==> config.mk <==
export PLATFORM = sky130hd
export DESIGN_NAME = cp0Top
export DESIGN_NICKNAME = d
export VERILOG_FILES = /design/src/cp0Pkg.sv /design/src/cp0Top.sv /design/src/cp0ReadPort.sv /design/src/cp0ExcRecord.sv /design/src/cp0StatusCause.sv /design/src/cp0Timer.sv
export VERILOG_INCLUDE_DIRS = /design/src
export SDC_FILE = /design/constraint.sdc
export NUM_CORES = 1
export LEC_CHECK = 0
export ABC_AREA = 1
export BUFFER_PORTS_ARGS = -buffer_cell sky130_fd_sc_hd__buf_2
export CORE_MARGIN = 5
export CORE_UTILIZATION = 35
export CTS_BUF_LIST = sky130_fd_sc_hd__clkbuf_8 sky130_fd_sc_hd__clkbuf_16
export CTS_CLUSTER_SIZE = 40
export DETAILED_ROUTE_END_ITERATION = 8
export SYNTH_ARGS = -nofsm -noshare
export SYNTH_HDL_FRONTEND = slang
export SYNTH_SLANG_ARGS = --single-unit
==> constraint.sdc <==
create_clock -name clk -period 2.05 [get_ports clk]
set_input_delay 0.3075 -clock clk [delete_from_list [all_inputs] [get_ports clk]]
set_output_delay 0.3075 -clock clk [all_outputs]
set_load 0.01 [all_outputs]
==> src/cp0_consts.svh <==
`ifndef CP0_CONSTS_SVH
`define CP0_CONSTS_SVH

// Register numbers
`define CP0_REG_BADVADDR       5'd8
`define CP0_REG_COUNT          5'd9
`define CP0_REG_COMPARE        5'd11
`define CP0_REG_STATUS         5'd12
`define CP0_REG_CAUSE          5'd13
`define CP0_REG_EPC            5'd14
`define CP0_REG_PRID           5'd15

// Cause.ExcCode values
`define CP0_EXC_INT            5'h00
`define CP0_EXC_ADEL           5'h04
`define CP0_EXC_ADES           5'h05
`define CP0_EXC_SYS            5'h08
`define CP0_EXC_BP             5'h09
`define CP0_EXC_RI             5'h0a
`define CP0_EXC_OV             5'h0c
`define CP0_EXC_TR             5'h0d

`define CP0_PRID_VALUE         32'h0000_4220
`define CP0_DELAY_SLOT_OFFSET  32'd4

`define CP0_BEV_RESET          1'b1
`define CP0_COUNT_RESET        32'h0
`define CP0_COMPARE_RESET      32'h0
`define CP0_EPC_RESET          32'h0
`define CP0_BADVADDR_RESET     32'h0

`endif
==> src/cp0Pkg.sv <==
package cp0Pkg;

    typedef enum logic [4:0] {
        excNone,
        excInterrupt,
        excAdelIf,        // Fetch address error
        excAdelMem,
        excAdesMem,
        excSyscall,
        excBreak,
        excReservedInstr,
        excOverflow,
        excTrap,
        excEret,
        excRefetch        // Pipeline flush rather than an exception
    } excKind_e;

    typedef struct packed {
        logic        en;
        logic [4:0]  addr;
        logic [2:0]  sel;
        logic [31:0] data;
    } cp0Write_t;

    typedef struct packed {
        excKind_e    kind;
        logic [31:0] pc;
        logic        inDelaySlot;
        logic [31:0] aluOut;      // Faulting data address
    } excReq_t;

    typedef struct packed {
        logic [8:0]  zeroHi;
        logic        bev;
        logic [5:0]  zeroMid;
        logic [7:0]  im;
        logic [5:0]  zeroLo;
        logic        exl;
        logic        ie;
    } statusView_t;

    typedef struct packed {
        logic        bd;
        logic        ti;
        logic [13:0] zeroHi;
        logic [5:0]  ip7_2;
        logic [1:0]  ip1_0;
        logic        zeroMid;
        logic [4:0]  excCode;
        logic [1:0]  zeroLo;
    } causeView_t;

    typedef union packed {
        logic [31:0] raw;
        statusView_t status;
        causeView_t  cause;
    } cp0Word_u;

    // Fields the exception detector looks at
    typedef struct packed {
        logic        bev;
        logic [7:0]  im;
        logic        exl;
        logic        ie;
        logic [7:0]  ip;      // IP7_2 then IP1_0
        logic [31:0] epc;
    } cp0Ctrl_t;

endpackage

==> src/cp0Top.sv <==
module cp0Top (
    input  logic              clk,
    input  logic              rst,
    input  cp0Pkg::cp0Write_t wr,
    input  cp0Pkg::excReq_t   exc,
    input  logic [5:0]        interrupt,
    input  logic [4:0]        rdAddr,
    input  logic [2:0]        rdSel,
    output logic [31:0]       rdData,
    output cp0Pkg::cp0Ctrl_t  ctrl
);

    logic        timerIrq;
    logic        ti;
    logic [31:0] count;
    logic [31:0] compare;
    logic        bev;
    logic        ie;
    logic [7:0]  im;
    logic [7:0]  ip;
    logic        exl;
    logic        bd;
    logic [31:0] epc;
    logic [31:0] badVAddr;
    logic [4:0]  excCode;

    cp0Timer cp0Timer_inst (
        .clk, .rst, .wr, .count, .compare, .timerIrq, .ti
    );

    cp0StatusCause cp0StatusCause_inst (
        .clk, .rst, .wr, .interrupt, .timerIrq, .bev, .ie, .im, .ip
    );

    cp0ExcRecord cp0ExcRecord_inst (
        .clk, .rst, .wr, .exc, .exl, .bd, .epc, .badVAddr, .excCode
    );

    cp0ReadPort cp0ReadPort_inst (
        .rdAddr, .rdSel, .bev, .im, .exl, .ie, .bd, .ti, .ip, .excCode,
        .count, .compare, .epc, .badVAddr, .rdData
    );

    // To exception detection in the memory stage
    assign ctrl.bev = bev;
    assign ctrl.im  = im;
    assign ctrl.exl = exl;
    assign ctrl.ie  = ie;
    assign ctrl.ip  = ip;
    assign ctrl.epc = epc;

endmodule

==> src/cp0ReadPort.sv <==
`include "cp0_consts.svh"

module cp0ReadPort (
    input  logic [4:0]  rdAddr,
    input  logic [2:0]  rdSel,
    input  logic        bev,
    input  logic [7:0]  im,
    input  logic        exl,
    input  logic        ie,
    input  logic        bd,
    input  logic        ti,
    input  logic [7:0]  ip,
    input  logic [4:0]  excCode,
    input  logic [31:0] count,
    input  logic [31:0] compare,
    input  logic [31:0] epc,
    input  logic [31:0] badVAddr,
    output logic [31:0] rdData
);

    cp0Pkg::cp0Word_u statusWord;
    cp0Pkg::cp0Word_u causeWord;

    always_comb begin
        statusWord            = '0;
        statusWord.status.bev = bev;
        statusWord.status.im  = im;
        statusWord.status.exl = exl;
        statusWord.status.ie  = ie;

        causeWord               = '0;
        causeWord.cause.bd      = bd;
        causeWord.cause.ti      = ti;
        causeWord.cause.ip7_2   = ip[7:2];
        causeWord.cause.ip1_0   = ip[1:0];
        causeWord.cause.excCode = excCode;
    end

    always_comb begin
        case (rdAddr)
            `CP0_REG_BADVADDR: rdData = badVAddr;
            `CP0_REG_COUNT:    rdData = count;
            `CP0_REG_COMPARE:  rdData = compare;
            `CP0_REG_STATUS:   rdData = statusWord.raw;
            `CP0_REG_CAUSE:    rdData = causeWord.raw;
            `CP0_REG_EPC:      rdData = epc;
            `CP0_REG_PRID:     rdData = (rdSel == 3'd0) ? `CP0_PRID_VALUE : 32'h0;
            default:           rdData = 32'h0;    // Unimplemented
        endcase
    end

endmodule

==> src/cp0ExcRecord.sv <==
`include "cp0_consts.svh"

module cp0ExcRecord (
    input  logic              clk,
    input  logic              rst,
    input  cp0Pkg::cp0Write_t wr,
    input  cp0Pkg::excReq_t   exc,
    output logic              exl,
    output logic              bd,
    output logic [31:0]       epc,
    output logic [31:0]       badVAddr,
    output logic [4:0]        excCode
);

    cp0Pkg::cp0Word_u wrWord;
    logic             statusWr;
    logic             epcWr;
    logic             taken;
    logic             isEret;
    logic             record;    // Captures EPC and BD on first-level entry

    assign wrWord   = wr.data;
    assign statusWr = wr.en && (wr.addr == `CP0_REG_STATUS);
    assign epcWr    = wr.en && (wr.addr == `CP0_REG_EPC);

    assign taken  = (exc.kind != cp0Pkg::excNone) && (exc.kind != cp0Pkg::excRefetch);
    assign isEret = (exc.kind == cp0Pkg::excEret);
    assign record = !exl && taken && !isEret;

    always_ff @(posedge clk) begin
        if (rst) begin
            exl <= 1'b0;
        end else if (taken) begin
            exl <= !isEret;
        end else if (statusWr) begin
            exl <= wrWord.status.exl;
        end
    end

    always_ff @(posedge clk) begin
        if (rst) begin
            epc <= `CP0_EPC_RESET;
            bd  <= 1'b0;
        end else if (record) begin
            // Return to the branch instead of the slot
            epc <= exc.inDelaySlot ? exc.pc - `CP0_DELAY_SLOT_OFFSET : exc.pc;
            bd  <= exc.inDelaySlot;
        end else if (epcWr) begin
            epc <= wr.data;
        end
    end

    always_ff @(posedge clk) begin
        if (rst) begin
            badVAddr <= `CP0_BADVADDR_RESET;
        end else begin
            case (exc.kind)
                cp0Pkg::excAdelIf:  badVAddr <= exc.pc;
                cp0Pkg::excAdelMem,
                cp0Pkg::excAdesMem: badVAddr <= exc.aluOut;
                default:            badVAddr <= badVAddr;
            endcase
        end
    end

    always_ff @(posedge clk) begin
        if (rst) begin
            excCode <= `CP0_EXC_INT;
        end else begin
            case (exc.kind)
                cp0Pkg::excInterrupt:     excCode <= `CP0_EXC_INT;
                cp0Pkg::excAdelIf,
                cp0Pkg::excAdelMem:       excCode <= `CP0_EXC_ADEL;
                cp0Pkg::excAdesMem:       excCode <= `CP0_EXC_ADES;
                cp0Pkg::excSyscall:       excCode <= `CP0_EXC_SYS;
                cp0Pkg::excBreak:         excCode <= `CP0_EXC_BP;
                cp0Pkg::excReservedInstr: excCode <= `CP0_EXC_RI;
                cp0Pkg::excOverflow:      excCode <= `CP0_EXC_OV;
                cp0Pkg::excTrap:          excCode <= `CP0_EXC_TR;
                default:                  excCode <= excCode;  // None, Refetch, Eret
            endcase
        end
    end

    // Nested exceptions must not lose the original return address
    epcHeldDuringExl: assert property (@(posedge clk) disable iff (rst)
        (exl && !epcWr) |=> $stable(epc));

endmodule

==> src/cp0StatusCause.sv <==
`include "cp0_consts.svh"

module cp0StatusCause (
    input  logic              clk,
    input  logic              rst,
    input  cp0Pkg::cp0Write_t wr,
    input  logic [5:0]        interrupt,
    input  logic              timerIrq,
    output logic              bev,
    output logic              ie,
    output logic [7:0]        im,
    output logic [7:0]        ip
);

    cp0Pkg::cp0Word_u wrWord;
    logic             statusWr;
    logic             causeWr;
    logic [5:0]       hwIrq;

    assign wrWord   = wr.data;
    assign statusWr = wr.en && (wr.addr == `CP0_REG_STATUS);
    assign causeWr  = wr.en && (wr.addr == `CP0_REG_CAUSE);

    // Timer shares the IP7 line
    assign hwIrq = interrupt | {timerIrq, 5'b0};

    always_ff @(posedge clk) begin
        if (rst) begin
            bev <= `CP0_BEV_RESET;
            im  <= 8'h00;
            ie  <= 1'b0;
        end else if (statusWr) begin
            bev <= wrWord.status.bev;
            im  <= wrWord.status.im;
            ie  <= wrWord.status.ie;
        end
    end

    // Hardware lines sampled every cycle
    always_ff @(posedge clk) begin
        if (rst) begin
            ip[7:2] <= 6'b0;
        end else begin
            ip[7:2] <= hwIrq;
        end
    end

    // IP1_0 is the only writable part of Cause
    always_ff @(posedge clk) begin
        if (rst) begin
            ip[1:0] <= 2'b0;
        end else if (causeWr) begin
            ip[1:0] <= wrWord.cause.ip1_0;
        end
    end

endmodule

==> src/cp0Timer.sv <==
`include "cp0_consts.svh"

module cp0Timer (
    input  logic              clk,
    input  logic              rst,
    input  cp0Pkg::cp0Write_t wr,
    output logic [31:0]       count,
    output logic [31:0]       compare,
    output logic              timerIrq,
    output logic              ti
);

    logic half;       // Count advances when set
    logic countWr;
    logic compareWr;

    assign countWr   = wr.en && (wr.addr == `CP0_REG_COUNT);
    assign compareWr = wr.en && (wr.addr == `CP0_REG_COMPARE);
    assign timerIrq  = (count == compare);

    always_ff @(posedge clk) begin
        if (rst) begin
            half  <= 1'b0;
            count <= `CP0_COUNT_RESET;
        end else if (countWr) begin
            half  <= 1'b0;     // Restart the divider phase
            count <= wr.data;
        end else begin
            half <= ~half;
            if (half) begin
                count <= count + 32'd1;
            end
        end
    end

    always_ff @(posedge clk) begin
        if (rst) begin
            compare <= `CP0_COMPARE_RESET;
        end else if (compareWr) begin
            compare <= wr.data;
        end
    end

    // Sticky until software rewrites Compare
    always_ff @(posedge clk) begin
        if (rst) begin
            ti <= 1'b0;
        end else if (compareWr) begin
            ti <= 1'b0;
        end else if (timerIrq) begin
            ti <= 1'b1;
        end
    end

    tiClearOnlyByCompare: assert property (@(posedge clk) disable iff (rst)
        $fell(ti) |-> $past(compareWr || rst));

endmodule

==> metrics.txt <==
# TYPE chip_impl_metric gauge
chip_impl_metric{name="timing.reg2reg.worst_path_depth",unit=""} 9
chip_impl_metric{name="chipWidth",unit="um"} 171
chip_impl_metric{name="dpl-instance-area",unit="mm^2"} 0.0108
chip_impl_info{name="critical_path.reg2reg.endpoint",value="cp0Timer_inst.count[25]"} 1
chip_impl_metric{name="reg2reg_setup_slack",unit="ns"} 0.19
chip_impl_metric{name="globalRoute.totalOverflow",unit=""} 0
chip_impl_metric{name="die_area",unit="mm^2"} 0.0294
chip_impl_metric{name="grt_first_pass_wirelength",unit="mm"} 55.6
chip_impl_metric{name="ys_seq_area_frac",unit=""} 0.338
chip_impl_info{name="grt.busiest_layer",value="met2"} 1
chip_impl_metric{name="ant_nets",unit=""} 0
chip_impl_info{name="status",value="finished clean"} 1
chip_impl_metric{name="global_router_s_overall_resource_usage",unit=""} 0.246
chip_impl_metric{name="via_count",unit=""} 10405
chip_impl_metric{name="worst_hold_path.num_cells",unit=""} 3
chip_impl_info{name="cts_root_buffer",value="sky130_fd_sc_hd__clkbuf_16"} 1
chip_impl_metric{name="irDropWorstVdd",unit="mV"} 0.550
chip_impl_info{name="timing.critical_path.to_type",value="primary output"} 1
chip_impl_metric{name="post-dp-hpwl",unit="mm"} 29.1
chip_impl_metric{name="synth_enable_flop_cells",unit=""} 0
chip_impl_metric{name="cpPeakStageDelay",unit="ns"} 0.43
chip_impl_metric{name="first_global_vias",unit=""} 9551
chip_impl_metric{name="holdBufCountCts",unit=""} 0
chip_impl_metric{name="cts_buffers",unit=""} 17
chip_impl_metric{name="placementRows",unit=""} 59
chip_impl_metric{name="postSynthRegisterBits",unit=""} 154
chip_impl_metric{name="power-per-cell-area",unit="mW/mm^2"} 654
chip_impl_metric{name="detail_route.wl_per_cell",unit="um"} 18.5
chip_impl_metric{name="syn_area",unit="mm^2"} 0.00912
chip_impl_info{name="worst_path_max_delay_cell",value="sky130_fd_sc_hd__dfxtp_1"} 1
chip_impl_metric{name="worst-slew-pin-transition",unit="ns"} 0.685
chip_impl_metric{name="fp.dieH",unit="um"} 171
chip_impl_metric{name="routabilityCongestion",unit=""} 0.931
chip_impl_info{name="rsz0062_at_grt",value="false"} 1
chip_impl_metric{name="maxSlewViolCount",unit=""} 0
chip_impl_metric{name="grt_antenna_before_repair",unit=""} 0
chip_impl_metric{name="hold_violations",unit=""} 0
chip_impl_metric{name="maxCapViolCount",unit=""} 0
chip_impl_info{name="critical_path.startpoint_type",value="register"} 1
chip_impl_info{name="crit-reg2reg-launch",value="cp0Timer_inst.count[2]"} 1
chip_impl_metric{name="summed_negative_setup_slack_over_all_endpoints",unit="ns"} 0
chip_impl_info{name="crit_path_cell_trace",value="inv_1 -> o21ai_0 -> a21oi_1 -> nand4_1 -> buf_2"} 1
chip_impl_metric{name="worst_skew_pair.late_latency",unit="ns"} 0.43
chip_impl_metric{name="use_met3",unit=""} 0.0379
chip_impl_info{name="critical_path.startpoint",value="cp0Timer_inst.count[10]"} 1
chip_impl_info{name="commonest_register_cell_after_synthesis",value="sky130_fd_sc_hd__dfxtp_1"} 1
chip_impl_metric{name="grt_start_max_net_pins",unit=""} 66
chip_impl_metric{name="power.leakage",unit="nW"} 5.10
chip_impl_metric{name="drive_above_1_share",unit=""} 0.189
chip_impl_metric{name="final.period_utilization",unit=""} 0.956
chip_impl_metric{name="flow.area_growth_from_synthesis",unit="%"} 24.7
chip_impl_metric{name="synth_cell_types",unit=""} 44
chip_impl_metric{name="synthesis.instances",unit=""} 1440
chip_impl_metric{name="synth.yosys.warnings",unit=""} 0
chip_impl_metric{name="cts_buffer_depth",unit=""} 2
chip_impl_metric{name="finalCriticalPeriod",unit="ns"} 1.96
chip_impl_metric{name="syn_nets",unit=""} 1569
chip_impl_metric{name="finalSetupViolations",unit=""} 0
chip_impl_info{name="whs_endpoint",value="cp0StatusCause_inst.ip[5]"} 1
chip_impl_metric{name="worst_slew_margin_rel",unit=""} 0.543
chip_impl_metric{name="clk_pin_slew",unit="ns"} 0.07
chip_impl_metric{name="timing.critical_path.arrival",unit="ns"} 1.65
chip_impl_metric{name="met1_usage",unit=""} 0.355
chip_impl_metric{name="insertedDiodeCount",unit=""} 0
chip_impl_metric{name="path_max_fanout",unit=""} 5
chip_impl_metric{name="io_buffers",unit=""} 206
chip_impl_metric{name="clock_tree.htree_level_count",unit=""} 4
chip_impl_metric{name="detail_route.first_pass.iterations",unit=""} 7
chip_impl_metric{name="placeableCoreArea",unit="mm^2"} 0.0258
chip_impl_info{name="hold_path.class",value="in2reg"} 1
chip_impl_metric{name="fin_worst_skew",unit="ns"} 0.0135
chip_impl_metric{name="clock_sink_count",unit=""} 154
chip_impl_metric{name="async_reset_ff_frac",unit=""} 0
chip_impl_metric{name="worst-endpoint-required",unit="ns"} 1.74
chip_impl_metric{name="fmax",unit="GHz"} 0.510
chip_impl_metric{name="fin_worst_hold_slack",unit="ns"} 0.0751
chip_impl_metric{name="drt_iter0_markers",unit=""} 905
chip_impl_metric{name="wl",unit="mm"} 36.8
chip_impl_metric{name="drc",unit=""} 0
chip_impl_metric{name="post-route-cell-area",unit="mm^2"} 0.0114
chip_impl_info{name="worstSetupPathType",value="reg2out"} 1
chip_impl_metric{name="initial_core_util",unit=""} 0.353
chip_impl_metric{name="postSynthAreaPerCell",unit="um^2"} 6.33
chip_impl_metric{name="viasPerCell",unit=""} 5.23
chip_impl_metric{name="met2_usage",unit=""} 0.381
chip_impl_info{name="hold_start",value="interrupt[3]"} 1
chip_impl_info{name="tritoncts",value="built"} 1
chip_impl_metric{name="fin_nets",unit=""} 1770
chip_impl_metric{name="top_level_ports",unit=""} 210
-- stage by stage --
step | cells | setup slack, ns | util | total power, mW
6_report | 1989 | 0.0910 | 0.440 | 7.44
5_1_grt | 1989 | 0.00162 | 0.440 | 7.73
4_1_cts | 1989 | 0.0787 | 0.440 | 7.46
3_5_place_dp | 1957 | 0.100 | 0.418 | 4.37
3_3_place_gp | 1957 | 0.0925 | 0.418 | 4.36
2_1_floorplan | 1440 | 0.482 | - | 3.82
-- state kept, by name, indices dropped and copies added (netlist names) --
signal                      count
cp0ExcRecord_inst.exl           1
cp0ExcRecord_inst.epc          32
cp0ExcRecord_inst.excCode       4
cp0StatusCause_inst.ip          8
cp0ExcRecord_inst.bd            1
cp0Timer_inst.ti                1
cp0StatusCause_inst.ie          1
cp0Timer_inst.count            32
cp0Timer_inst.compare          32
cp0StatusCause_inst.bev         1
cp0Timer_inst.half              1
cp0StatusCause_inst.im          8
cp0ExcRecord_inst.badVAddr     32
-- kinds of logic after synthesis --
| logic type | share of synthesized area |
|---|---|
| buf+inv | 0.0989 |
| simple gates | 0.286 |
| flops | 0.338 |
| compound gates | 0.224 |
| fa+ha+maj | 0.00274 |
| xor+xnor | 0.0499 |
-- cell type report --
class / count / area [um^2]
Clock inverter: 14 / 139
Fill cell: 2753 / 14500
Inverter: 153 / 576
Clock buffer: 18 / 439
Sequential cell: 154 / 3080
Multi-Input combinational cell: 1060 / 5150
Tap cell: 335 / 419
Timing Repair Buffer: 255 / 1560
-- timing repair --
action                                  CTS  global route
resized for setup                         0             1
endpoints found under the setup margin    0            12
buffers inserted                          0             0
-- report_power, final --
group	switching [mW]	total (mW)	internal (mW)
Sequential	0.127	3.25	3.12
Clock	1.39	3.12	1.73
Combinational	0.679	1.07	0.391
-- worst max path at each step --
stage,to,slack [ns]
after floorplan,rdData[2],0.48
after global placement,rdData[15],0.09
after detailed placement,rdData[15],0.10
after CTS,rdData[10],0.08
after global routing,rdData[2],0.002
final,rdData[10],0.09
-- worst max-delay path, delay by kind of cell, from the launching register on --
kind	cells	cell delay [ns]
flip-flops	1	0.43
buffers and inverters	2	0.24
AO/OA/AOI/OAI	2	0.45
AND/OR/NAND/NOR	1	0.10
-- synthesized netlist by cell type (3+ instances only) --
library cell / n / area share
sky130_fd_sc_hd__nand2_1: 327 / 0.13
sky130_fd_sc_hd__nor2_1: 186 / 0.077
sky130_fd_sc_hd__a21oi_1: 172 / 0.094
sky130_fd_sc_hd__dfxtp_1: 154 / 0.34
sky130_fd_sc_hd__inv_1: 144 / 0.059
sky130_fd_sc_hd__o21ai_0: 127 / 0.070
sky130_fd_sc_hd__nand3_1: 59 / 0.032
sky130_fd_sc_hd__clkbuf_1: 44 / 0.018
sky130_fd_sc_hd__xor2_1: 40 / 0.038
sky130_fd_sc_hd__o22ai_1: 28 / 0.019
sky130_fd_sc_hd__nand4_1: 22 / 0.015
sky130_fd_sc_hd__nor3_1: 18 / 0.0099
sky130_fd_sc_hd__buf_2: 17 / 0.0093
sky130_fd_sc_hd__xnor2_1: 12 / 0.012
sky130_fd_sc_hd__a221oi_1: 10 / 0.0096
sky130_fd_sc_hd__a31oi_1: 10 / 0.0069
sky130_fd_sc_hd__o2111ai_1: 9 / 0.0086
sky130_fd_sc_hd__clkinv_1: 6 / 0.0025
sky130_fd_sc_hd__nor2_2: 6 / 0.0041
sky130_fd_sc_hd__a221o_1: 5 / 0.0055
sky130_fd_sc_hd__buf_4: 5 / 0.0041
sky130_fd_sc_hd__clkbuf_2: 4 / 0.0022
sky130_fd_sc_hd__nand2_2: 3 / 0.0021
sky130_fd_sc_hd__o211ai_1: 3 / 0.0025
sky130_fd_sc_hd__o21ai_1: 3 / 0.0016
-- cells in the final DEF, fill, tap and decap left out, types with 3 or more instances in the layout --
cell,n
sky130_fd_sc_hd__inv_1,143
sky130_fd_sc_hd__clkinv_1,6
sky130_fd_sc_hd__o2111ai_1,9
sky130_fd_sc_hd__xor2_1,40
sky130_fd_sc_hd__clkbuf_16,17
sky130_fd_sc_hd__clkinv_4,4
sky130_fd_sc_hd__buf_12,13
sky130_fd_sc_hd__inv_6,4
sky130_fd_sc_hd__nand3_1,59
sky130_fd_sc_hd__nand2_2,4
sky130_fd_sc_hd__buf_2,206
sky130_fd_sc_hd__xnor2_1,12
sky130_fd_sc_hd__a221oi_1,10
sky130_fd_sc_hd__a221o_1,5
sky130_fd_sc_hd__nor2_2,8
sky130_fd_sc_hd__inv_2,3
sky130_fd_sc_hd__o21ai_0,127
sky130_fd_sc_hd__clkinvlp_4,3
sky130_fd_sc_hd__a21oi_1,172
sky130_fd_sc_hd__o211ai_1,3
sky130_fd_sc_hd__nor3_1,18
sky130_fd_sc_hd__nand2_1,326
sky130_fd_sc_hd__nand4_1,22
sky130_fd_sc_hd__a31oi_1,10
sky130_fd_sc_hd__nor2_1,184
sky130_fd_sc_hd__dfxtp_1,154
sky130_fd_sc_hd__buf_4,36
sky130_fd_sc_hd__o22ai_1,28
-- per-layer routing --
layer	share of wire	routed length, um	up-vias
li1	-	-	5144
met1	0.46	17000	4794
met2	0.44	16300	420
met3	0.071	2610	47
met4	0.022	818	0
met5	0	0	-
(Power assumes the default switching activity.)
